===== src/sdram_pkg.sv =====
package sdram_pkg;

   // Port count and address split
   localparam int NUM_PORTS = 2;
   localparam int COL_W = 8;
   localparam int ROW_W = 13;
   localparam int BANK_W = 2;

   // SDRAM timing in clock cycles
   localparam int CAS_LATENCY = 2;
   localparam int T_RCD = 2;
   localparam int T_RP = 2;
   localparam int T_RFC = 7;
   localparam int REF_INTERVAL = 390;
   // Power-up delay, short for simulation
   localparam int INIT_WAIT = 20;

   localparam int WAIT_W = $clog2(INIT_WAIT + 1);
   localparam int REF_CNT_W = $clog2(REF_INTERVAL + 1);

   typedef logic [29:0] wb_adr_t;
   typedef logic [31:0] wb_dat_t;
   typedef logic [3:0]  wb_sel_t;
   typedef logic        port_id_t;

   typedef logic [15:0] sdram_dq_t;
   typedef logic [12:0] sdram_adr_t;
   typedef logic [BANK_W-1:0] sdram_ba_t;
   typedef logic [1:0]  sdram_dqm_t;

   typedef logic [WAIT_W-1:0]    wait_cnt_t;
   typedef logic [REF_CNT_W-1:0] ref_cnt_t;

   // Bits are cs_n, ras_n, cas_n, we_n
   typedef enum logic [3:0] {
      CMD_LMR   = 4'b0000,
      CMD_REF   = 4'b0001,
      CMD_PRE   = 4'b0010,
      CMD_ACT   = 4'b0011,
      CMD_WRITE = 4'b0100,
      CMD_READ  = 4'b0101,
      CMD_NOP   = 4'b0111
   } sdram_cmd_e;

   // Burst length 1, sequential, CAS latency from above
   localparam sdram_adr_t MODE_WORD = {6'b000000, 3'(CAS_LATENCY), 1'b0, 3'b000};

   typedef struct packed {
      wb_adr_t adr;
      logic    we;
      wb_dat_t dat;
      wb_sel_t sel;
   } mem_req_t;

   typedef struct packed {
      sdram_cmd_e cmd;
      sdram_ba_t  ba;
      sdram_adr_t a;
      sdram_dqm_t dqm;
      logic       dq_oe;
      sdram_dq_t  dq_out;
   } sdram_pads_t;

   localparam sdram_pads_t PADS_IDLE = '{
      cmd: CMD_NOP, ba: '0, a: '0, dqm: '0, dq_oe: 1'b0, dq_out: '0
   };

endpackage


===== src/wb_port_arbiter.sv =====
`timescale 1ns/1ns

module wb_port_arbiter import sdram_pkg::*; (
   input  logic                    sdram_clk_0,
   input  logic                    wb_rst,
   input  logic    [NUM_PORTS-1:0] wbs_cyc_i,
   input  logic    [NUM_PORTS-1:0] wbs_stb_i,
   input  logic    [NUM_PORTS-1:0] wbs_we_i,
   input  wb_adr_t [NUM_PORTS-1:0] wbs_adr_i,
   input  wb_dat_t [NUM_PORTS-1:0] wbs_dat_i,
   input  wb_sel_t [NUM_PORTS-1:0] wbs_sel_i,
   output logic    [NUM_PORTS-1:0] wbs_ack_o,
   output wb_dat_t [NUM_PORTS-1:0] wbs_dat_o,
   output mem_req_t                req_o,
   output logic                    req_valid_o,
   input  logic                    req_ready_i,
   input  logic                    done_i,
   input  wb_dat_t                 rd_dat_i
);

   port_id_t             grant_q;
   port_id_t             pick;
   logic                 pick_any;
   logic                 locked_q;
   logic                 taken_q;
   logic [NUM_PORTS-1:0] ack_q;
   wb_dat_t              dat_q;

   // Lowest port number wins, a port in its ack cycle sits out
   always_comb begin
      pick_any = 1'b0;
      pick = '0;
      for (int p = NUM_PORTS - 1; p >= 0; p--) begin
         if (wbs_cyc_i[p] && wbs_stb_i[p] && !ack_q[p]) begin
            pick_any = 1'b1;
            pick = port_id_t'(p);
         end
      end
   end

   always_ff @(posedge sdram_clk_0 or posedge wb_rst) begin
      if (wb_rst) begin
         grant_q <= '0;
         locked_q <= 1'b0;
         taken_q <= 1'b0;
         ack_q <= '0;
      end else begin
         ack_q <= '0;
         if (!locked_q) begin
            if (pick_any) begin
               grant_q <= pick;
               locked_q <= 1'b1;
            end
         end else if (done_i) begin
            // Single ack, then the grant is free again
            ack_q[grant_q] <= 1'b1;
            locked_q <= 1'b0;
            taken_q <= 1'b0;
         end else if (req_valid_o && req_ready_i) begin
            taken_q <= 1'b1;
         end
      end
   end

   // Read word held for the ack cycle
   always_ff @(posedge sdram_clk_0) begin
      if (done_i) begin
         dat_q <= rd_dat_i;
      end
   end

   // Master holds its inputs until ack, so the request is muxed live
   always_comb begin
      req_o.adr = wbs_adr_i[grant_q];
      req_o.we = wbs_we_i[grant_q];
      req_o.dat = wbs_dat_i[grant_q];
      req_o.sel = wbs_sel_i[grant_q];
   end

   assign req_valid_o = locked_q && !taken_q;
   assign wbs_ack_o = ack_q;
   // Same word on every port, qualified by that port's ack
   assign wbs_dat_o = {NUM_PORTS{dat_q}};

endmodule


===== src/refresh_timer.sv =====
`timescale 1ns/1ns

module refresh_timer import sdram_pkg::*; (
   input  logic sdram_clk_0,
   input  logic wb_rst,
   input  logic ref_ack_i,
   output logic ref_req_o
);

   ref_cnt_t cnt_q;
   logic     cnt_zero;

   assign cnt_zero = (cnt_q == '0);

   // Interval down-counter
   always_ff @(posedge sdram_clk_0 or posedge wb_rst) begin
      if (wb_rst) begin
         cnt_q <= ref_cnt_t'(REF_INTERVAL);
      end else if (cnt_zero) begin
         cnt_q <= ref_cnt_t'(REF_INTERVAL);
      end else begin
         cnt_q <= cnt_q - 1'b1;
      end
   end

   // Sticky request, one is already owed out of reset
   always_ff @(posedge sdram_clk_0 or posedge wb_rst) begin
      if (wb_rst) begin
         ref_req_o <= 1'b1;
      end else if (cnt_zero) begin
         ref_req_o <= 1'b1;
      end else if (ref_ack_i) begin
         ref_req_o <= 1'b0;
      end
   end

endmodule


===== src/sdr_cmd_seq.sv =====
`timescale 1ns/1ns

module sdr_cmd_seq import sdram_pkg::*; (
   input  logic        sdram_clk_0,
   input  logic        wb_rst,
   input  mem_req_t    req_i,
   input  logic        req_valid_i,
   output logic        req_ready_o,
   output logic        done_o,
   output wb_dat_t     rd_dat_o,
   input  logic        ref_req_i,
   output logic        ref_ack_o,
   output sdram_pads_t pads_o,
   input  sdram_dq_t   dq_i
);

   typedef enum logic [3:0] {
      ST_INIT_WAIT,
      ST_INIT_PRE,
      ST_INIT_REF1,
      ST_INIT_REF2,
      ST_LMR,
      ST_IDLE,
      ST_ACT,
      ST_RCD_WAIT,
      ST_WR_HI,
      ST_WR_LO,
      ST_RD_HI,
      ST_RD_LO,
      ST_CAS_WAIT,
      ST_PRE,
      ST_RP_WAIT,
      ST_REF_WAIT
   } state_e;

   state_e                 state_q;
   state_e                 state_d;
   wait_cnt_t              cnt_q;
   wait_cnt_t              cnt_d;
   logic                   cnt_zero;
   logic                   take;
   mem_req_t               req_q;
   mem_req_t               cur_req;
   logic [COL_W-1:0]       col;
   sdram_ba_t              bank;
   sdram_adr_t             row;
   sdram_pads_t            pads_q;
   sdram_pads_t            pads_d;
   logic [CAS_LATENCY-1:0] rd_vld_q;
   logic [CAS_LATENCY-1:0] rd_lo_q;
   logic                   rd_done_q;

   // Word column then beat bit, A10 stays low so no auto precharge
   function automatic sdram_adr_t col_adr(input logic [COL_W-1:0] c, input logic beat);
      return sdram_adr_t'({c, beat});
   endfunction

   assign cnt_zero = (cnt_q == '0);
   assign req_ready_o = (state_q == ST_IDLE) && !ref_req_i;
   assign ref_ack_o = (state_q == ST_IDLE) && ref_req_i;
   assign take = req_ready_o && req_valid_i;

   // The request register is loaded on the same edge as ACT goes out
   assign cur_req = take ? req_i : req_q;
   assign col = cur_req.adr[COL_W-1:0];
   assign bank = cur_req.adr[COL_W +: BANK_W];
   assign row = cur_req.adr[COL_W + BANK_W +: ROW_W];

   assign done_o = (state_q == ST_RP_WAIT && cnt_zero && req_q.we) ||
                   (state_q == ST_CAS_WAIT && rd_done_q);

   always_comb begin
      state_d = state_q;
      cnt_d = cnt_zero ? cnt_q : cnt_q - 1'b1;
      case (state_q)
         ST_INIT_WAIT: begin
            if (cnt_zero) begin
               state_d = ST_INIT_PRE;
               cnt_d = wait_cnt_t'(T_RP - 1);
            end
         end
         ST_INIT_PRE: begin
            if (cnt_zero) begin
               state_d = ST_INIT_REF1;
               cnt_d = wait_cnt_t'(T_RFC - 1);
            end
         end
         ST_INIT_REF1: begin
            if (cnt_zero) begin
               state_d = ST_INIT_REF2;
               cnt_d = wait_cnt_t'(T_RFC - 1);
            end
         end
         ST_INIT_REF2: begin
            if (cnt_zero) begin
               state_d = ST_LMR;
            end
         end
         // Idle always lasts a cycle, which covers tMRD after LMR
         ST_LMR: state_d = ST_IDLE;
         ST_IDLE: begin
            if (ref_req_i) begin
               state_d = ST_REF_WAIT;
               cnt_d = wait_cnt_t'(T_RFC - 1);
            end else if (take) begin
               state_d = ST_ACT;
            end
         end
         ST_ACT: begin
            state_d = ST_RCD_WAIT;
            cnt_d = wait_cnt_t'(T_RCD - 2);
         end
         ST_RCD_WAIT: begin
            if (cnt_zero) begin
               state_d = req_q.we ? ST_WR_HI : ST_RD_HI;
            end
         end
         ST_WR_HI: state_d = ST_WR_LO;
         ST_WR_LO: state_d = ST_PRE;
         ST_RD_HI: state_d = ST_RD_LO;
         // Precharge goes out while read data is still in flight
         ST_RD_LO: state_d = ST_PRE;
         ST_PRE: begin
            state_d = ST_RP_WAIT;
            cnt_d = wait_cnt_t'(T_RP - 2);
         end
         ST_RP_WAIT: begin
            if (cnt_zero) begin
               state_d = req_q.we ? ST_IDLE : ST_CAS_WAIT;
            end
         end
         ST_CAS_WAIT: begin
            if (rd_done_q) begin
               state_d = ST_IDLE;
            end
         end
         ST_REF_WAIT: begin
            if (cnt_zero) begin
               state_d = ST_IDLE;
            end
         end
         default: state_d = ST_IDLE;
      endcase
   end

   // Command goes out in the first cycle of the state that owns it
   always_comb begin
      pads_d = PADS_IDLE;
      if (state_d != state_q) begin
         case (state_d)
            ST_INIT_PRE: begin
               pads_d.cmd = CMD_PRE;
               pads_d.a[10] = 1'b1;
            end
            ST_INIT_REF1, ST_INIT_REF2, ST_REF_WAIT: pads_d.cmd = CMD_REF;
            ST_LMR: begin
               pads_d.cmd = CMD_LMR;
               pads_d.a = MODE_WORD;
            end
            ST_ACT: begin
               pads_d.cmd = CMD_ACT;
               pads_d.ba = bank;
               pads_d.a = row;
            end
            ST_WR_HI, ST_WR_LO: begin
               pads_d.cmd = CMD_WRITE;
               pads_d.ba = bank;
               pads_d.a = col_adr(col, state_d == ST_WR_LO);
               pads_d.dq_oe = 1'b1;
               if (state_d == ST_WR_HI) begin
                  pads_d.dqm = ~cur_req.sel[3:2];
                  pads_d.dq_out = cur_req.dat[31:16];
               end else begin
                  pads_d.dqm = ~cur_req.sel[1:0];
                  pads_d.dq_out = cur_req.dat[15:0];
               end
            end
            ST_RD_HI, ST_RD_LO: begin
               pads_d.cmd = CMD_READ;
               pads_d.ba = bank;
               pads_d.a = col_adr(col, state_d == ST_RD_LO);
            end
            // Single bank, the others are already closed
            ST_PRE: begin
               pads_d.cmd = CMD_PRE;
               pads_d.ba = bank;
            end
            default: ;
         endcase
      end
   end

   always_ff @(posedge sdram_clk_0 or posedge wb_rst) begin
      if (wb_rst) begin
         state_q <= ST_INIT_WAIT;
         cnt_q <= wait_cnt_t'(INIT_WAIT);
         pads_q <= PADS_IDLE;
         rd_vld_q <= '0;
         rd_done_q <= 1'b0;
      end else begin
         state_q <= state_d;
         cnt_q <= cnt_d;
         pads_q <= pads_d;
         rd_vld_q <= {rd_vld_q[CAS_LATENCY-2:0], pads_q.cmd == CMD_READ};
         if (state_q == ST_IDLE) begin
            rd_done_q <= 1'b0;
         end else if (rd_vld_q[CAS_LATENCY-1] && rd_lo_q[CAS_LATENCY-1]) begin
            rd_done_q <= 1'b1;
         end
      end
   end

   // Beat bit of the READ tells which half the returning data fills
   always_ff @(posedge sdram_clk_0) begin
      rd_lo_q <= {rd_lo_q[CAS_LATENCY-2:0], pads_q.a[0]};
      if (take) begin
         req_q <= req_i;
      end
      if (rd_vld_q[CAS_LATENCY-1]) begin
         if (rd_lo_q[CAS_LATENCY-1]) begin
            rd_dat_o[15:0] <= dq_i;
         end else begin
            rd_dat_o[31:16] <= dq_i;
         end
      end
   end

   assign pads_o = pads_q;

endmodule


===== src/sdram_ctrl_top.sv =====
`timescale 1ns/1ns

module sdram_ctrl_top import sdram_pkg::*; (
   input  logic                    sdram_clk_0,
   input  logic                    wb_rst,
   input  logic    [NUM_PORTS-1:0] wbs_cyc_i,
   input  logic    [NUM_PORTS-1:0] wbs_stb_i,
   input  logic    [NUM_PORTS-1:0] wbs_we_i,
   input  wb_adr_t [NUM_PORTS-1:0] wbs_adr_i,
   input  wb_dat_t [NUM_PORTS-1:0] wbs_dat_i,
   input  wb_sel_t [NUM_PORTS-1:0] wbs_sel_i,
   output logic    [NUM_PORTS-1:0] wbs_ack_o,
   output wb_dat_t [NUM_PORTS-1:0] wbs_dat_o,
   output sdram_pads_t             pads_o,
   input  sdram_dq_t               dq_i
);

   mem_req_t req;
   logic     req_valid;
   logic     req_ready;
   logic     done;
   wb_dat_t  rd_dat;
   logic     ref_req;
   logic     ref_ack;

   wb_port_arbiter u_arb (
      .sdram_clk_0 (sdram_clk_0),
      .wb_rst      (wb_rst),
      .wbs_cyc_i   (wbs_cyc_i),
      .wbs_stb_i   (wbs_stb_i),
      .wbs_we_i    (wbs_we_i),
      .wbs_adr_i   (wbs_adr_i),
      .wbs_dat_i   (wbs_dat_i),
      .wbs_sel_i   (wbs_sel_i),
      .wbs_ack_o   (wbs_ack_o),
      .wbs_dat_o   (wbs_dat_o),
      .req_o       (req),
      .req_valid_o (req_valid),
      .req_ready_i (req_ready),
      .done_i      (done),
      .rd_dat_i    (rd_dat)
   );

   refresh_timer u_ref (
      .sdram_clk_0 (sdram_clk_0),
      .wb_rst      (wb_rst),
      .ref_ack_i   (ref_ack),
      .ref_req_o   (ref_req)
   );

   sdr_cmd_seq u_seq (
      .sdram_clk_0 (sdram_clk_0),
      .wb_rst      (wb_rst),
      .req_i       (req),
      .req_valid_i (req_valid),
      .req_ready_o (req_ready),
      .done_o      (done),
      .rd_dat_o    (rd_dat),
      .ref_req_i   (ref_req),
      .ref_ack_o   (ref_ack),
      .pads_o      (pads_o),
      .dq_i        (dq_i)
   );

endmodule


===== config.mk =====
export PLATFORM = sky130hd
export DESIGN_NAME = sdram_ctrl_top
export DESIGN_NICKNAME = d
export VERILOG_FILES = /design/src/sdram_pkg.sv /design/src/wb_port_arbiter.sv /design/src/refresh_timer.sv /design/src/sdr_cmd_seq.sv /design/src/sdram_ctrl_top.sv
export SDC_FILE = /design/constraint.sdc
export NUM_CORES = 1
export LEC_CHECK = 0
export BUFFER_PORTS_ARGS = -buffer_cell sky130_fd_sc_hd__buf_2
export CORE_UTILIZATION = 50
export CTS_BUF_LIST = sky130_fd_sc_hd__clkbuf_16
export DETAILED_ROUTE_END_ITERATION = 8
export GPL_TIMING_DRIVEN = 1
export PLACE_DENSITY = 0.89
export SYNTH_ARGS = -nofsm -noshare
export SYNTH_HDL_FRONTEND = slang
export SYNTH_HIERARCHICAL = 1
export SYNTH_SLANG_ARGS = --single-unit

===== constraint.sdc =====
create_clock -name sdram_clk_0 -period 5.3 [get_ports sdram_clk_0]
set_input_delay 0.265 -clock sdram_clk_0 [delete_from_list [all_inputs] [get_ports sdram_clk_0]]
set_output_delay 0.265 -clock sdram_clk_0 [all_outputs]
set_load 0.005 [all_outputs]

======== Word level (Yosys, flattened, before mapping) ========
Index checks and enable logic that the tools add are counted.
word-level totals
  register bits after elaboration ......... 191
  bits of input ports ..................... 156
cells by class
  add/subtract/negate cells ............... 2
  magnitude comparators ................... 2
  eq/ne operators ......................... 28
  multiplexer cells ....................... 53
  bitwise gates (word level) .............. 4
  reduce and logical (&&, ||, !) cells .... 36
operators with widths
  kind                   number
  $mux W32               2
  $mux W60               1
  $pmux W4 S15           1
  $eq A4 B4 Y1 const B   14
  $mux W4                13
  $mux W23               2
  $pmux W10 S4           1
  $mux W38               1
  $eq A4 B3 Y1 const B   7
  $mux W5                4
  $pmux W5 S4            1
  $mux W19               1
  $pmux W3 S6            1
  $eq A4 B2 Y1 const B   4
  $mux W16               1
  $mux W1                15
  $logic_and A1 B1 Y1    13
  $mux W2                6
  $reduce_or A2 Y1       6
  $logic_not A9 Y1       1
  $mux W9                1
  $sub A9 B1 Y9 const B  1
  $eq A4 B1 Y1 const B   2
  $reduce_and A2 Y1      4
  other kinds (15)       22

======== Depth between registers and ports, before layout ========
  depth after elaboration ................. 10
  depth in mapped cells ................... 12
  gate-level depth less buffers ........... 10

======== Hierarchy ========
Netlist, hierarchy kept.
modules (own cells, without submodules)
  module           instances  cells an instance  area an instance (sq um)  seq. area each (sq um)
  sdr_cmd_seq      1          437                5068.6                    3184.3
  wb_port_arbiter  1          157                2244.7                    1086.0
  refresh_timer    1          45                 471.7                     256.5

======== Worst setup path before layout ========
Ideal clock, no wire load.
  path kind ............................... reg-to-reg
  from .................................... register u_seq.cnt_q[0]
  to ...................................... register u_arb.locked_q
  data arrival time ....................... 3.905 ns
  required time ........................... 5.173 ns
  setup slack ............................. 1.269 ns
  stages on the path, launching flop included .. 9
  path through ............................ dfrtp_1 inv_1 ha_1 nor4b_4 inv_2 a2bb2oi_1 nor3_1 nand2b_1 nand3b_1
between the ends
  longest elaborated chain between the ends .. 6
ends and longest elaborated chain
  element                            RTL line               RTL
  start, declared                    sdr_cmd_seq.sv:38      wait_cnt_t cnt_q;
  start signal, assigned             sdr_cmd_seq.sv:196     cnt_q <= wait_cnt_t'(INIT_WAIT);
  start signal, assigned             sdr_cmd_seq.sv:202     cnt_q <= cnt_d;
  $logic_not A5 Y1                   sdr_cmd_seq.sv:58      assign cnt_zero = (cnt_q == '0);
  $logic_and A1 B1 Y1 (2 in series)  sdr_cmd_seq.sv:69      assign done_o = (state_q == ST_RP_WAIT && cnt_zero && req_q.we) ||
  $logic_or A1 B1 Y1                 sdr_cmd_seq.sv:69
  named net done                     sdram_ctrl_top.sv:21   logic done;
  $mux W1                            wb_port_arbiter.sv:54  end else if (done_i) begin
  $mux W1                            wb_port_arbiter.sv:49  if (!locked_q) begin
  end signal, assigned               wb_port_arbiter.sv:44  locked_q <= 1'b0;
  end signal, assigned               wb_port_arbiter.sv:52  locked_q <= 1'b1;
  end signal, assigned               wb_port_arbiter.sv:57  locked_q <= 1'b0;
  end, declared                      wb_port_arbiter.sv:24  logic locked_q;
The timed path passes the listed nets, and every way through them passes these cells.
A chain may end at the register's enable or synchronous reset.

==> out/metrics.cfg <==
[timing]
worst_slew_pin_slew_ns=0.967
finalHoldViolations=0
period_share_pct=61.3
rsz0062_at_grt=no
max_freq_ghz=0.308
finalSetupTns_ns=0
relSlewSlack_pct=35.3
slew_viol_final=0
skew_ns=0.0109
min_period_ns=3.25
setup_viol=0

[global_routing]
antenna_found_initial=1
grt_overflow=0
grt_pass1_wl_um=25300
grt_usage_pct=20.7
grt_max_degree=55
grt_pass1_vias=5242

[final_layout]
drive_gt1_share_pct=45.2
final_util_pct=61.6
synthToLayoutAreaGrowth_pct=21.1
nNetsFinal=999
stdcell_count=1040
final_common_cell=buf_2
fillers=1159
final_cell_mix=buf_2, nand2_1, edfxtp_1, mux2_2, dfrtp_1

[routing]
wirelength_um=16100
via_count=5365
vias_per_cell=5.16
wl_per_cell_um=15.5
ant_nets=0
drt_iter0_drc=380
drt_pass1_iterations=5
drc_errors=0

[power]
internal_power_uw=2970
comb_power_share_pct=30.9
pwr-share-clk_pct=25.7
p_leak_uw=0.00448
p_switching_uw=1450
p_per_area_nw_per_um2=474
seqPwrFrac_pct=43.3
p_sw_share_pct=32.8
max-vdd-ir-drop_mv=0.293

[critical_path]
endpoint=u_seq/pads_o[3]
reg2reg_depth=8
r2r-start=u_seq/cnt_q[0]
r2r_slack_ns=2.05
path_class=flip-flop to flip-flop
startpoint=u_seq/cnt_q[0]
cp-start-kind=flip-flop
critPathCaptureType=flip-flop
arrival_ns=3.59
cp_max_fo=17
r2r_end=u_seq/pads_o[3]
critPathRequiredTime_ns=5.64

[clocking]
cts_buffers=17
cts_root_buf=clkbuf_16
cts_sinks=177
clock_latency_ns=0.43
post_cts_resized=0
cts_tree=yes
path_clk_slew_ns=0.06
cts_max_level=4
clock_path_buffers=2

[floorplan]
ioPinCount=260
die_w_um=126
dieHeight_um=126
start_util_pct=50.9
core_area_sq_um=15100
die-area_sq_um=15900
fp-row-count=45

[hold_path]
min_path_type=input pin to flip-flop
hp-start=dq_i[9]

[placement]
gp_congestion=0.887
dpl.hpwl_um=11600
port_buffers=244
dpl.cell_count=1006

[logic_synthesis]
syn_area_sq_um=7710
synthCells=632
yosys_warnings=6
synth.avg_cell_area_sq_um=12.2
syn_nets=793

[job]
max-cap-violations=0

[run_status]
status=finished, final reports clean

[power by group through the flow]
| stage | Combinational [uW] | Clock, uW | Sequential, uW |
|---|---|---|---|
| detailed placement | 1360 | 0 | 1940 |
| CTS | 1370 | 1160 | 1920 |
| global route | 1500 | 1220 | 1950 |
| global placement | 1320 | 0 | 1930 |
| floorplan | 1130 | 0 | 1860 |
| finish | 1370 | 1140 | 1920 |
[how the worst min path moves through the flow]
stage	endpoint	depth (start not counted)	slack, ns
after floorplan	u_arb/grant_q	1	0.04
after global placement	u_seq/rd_vld_q[1]	2	0.17
after detailed placement	u_seq/rd_vld_q[1]	2	0.17
after CTS	u_seq/rd_dat_o[9]	1	0.005
after global routing	u_seq/rd_dat_o[25]	1	0.01
final	u_seq/rd_dat_o[9]	1	0.03
[state kept, by name, indices dropped and copies added, names as in the netlist, 2 cells and up]
register / count
u_seq/req_q: 47
u_seq/pads_o: 37
u_arb/dat_q: 32
u_seq/rd_dat_o: 32
u_ref/cnt_q: 9
u_seq/cnt_q: 5
u_seq/state_q: 4
u_arb/wbs_ack_o: 2
u_seq/rd_lo_q: 2
u_seq/rd_vld_q: 2
[worst max-delay path: stages (launching register included)]
cell	delay (ns)
dfrtp_1	0.40
inv_1	0.12
ha_1	0.16
nor4b_4	0.43
nand4_1	0.19
nand2_1	0.58
nand2_1	0.27
nor3_4	0.80
o2bb2ai_1	0.20
[through the flow]
stage	setup slack (ns)	hold slack [ns]	total power [uW]	instance area [sq um]
2_1_floorplan	1.27	0.0435	2980	7710
3_3_place_gp	2.14	0.168	3250	8780
3_5_place_dp	2.10	0.171	3300	8780
4_1_cts	2.09	0.00496	4450	9330
5_1_grt	1.76	0.0119	4680	9330
6_report	2.05	0.0265	4420	9330
[metal layers]
layer	share of wire, %	vias to the layer above	track usage [%]
met5	0	-	0
met3	6.8	24	5.82
met1	40	2524	22.3
met4	1.7	0	7.73
met2	52	225	38.4
li1	-	2592	-
[cell type report]
class	count	area [sq um]	area share [%]
flip-flops and latches	177	4530	48.5
clock buffers	18	450	4.83
repair buffers	250	1270	13.6
clock inverters	14	90.1	0.966
multi-input cells	360	2630	28.2
inverters	32	123	1.31
diodes	1	2.50	0.0268
well taps	188	235	2.52
[timing repair]
action,4_1_cts,5_1_grt
hold buffers,1,0
hold endpoints to repair,13,0
buffers inserted,0,0
Note: power is estimated with default switching activity, not from simulation.
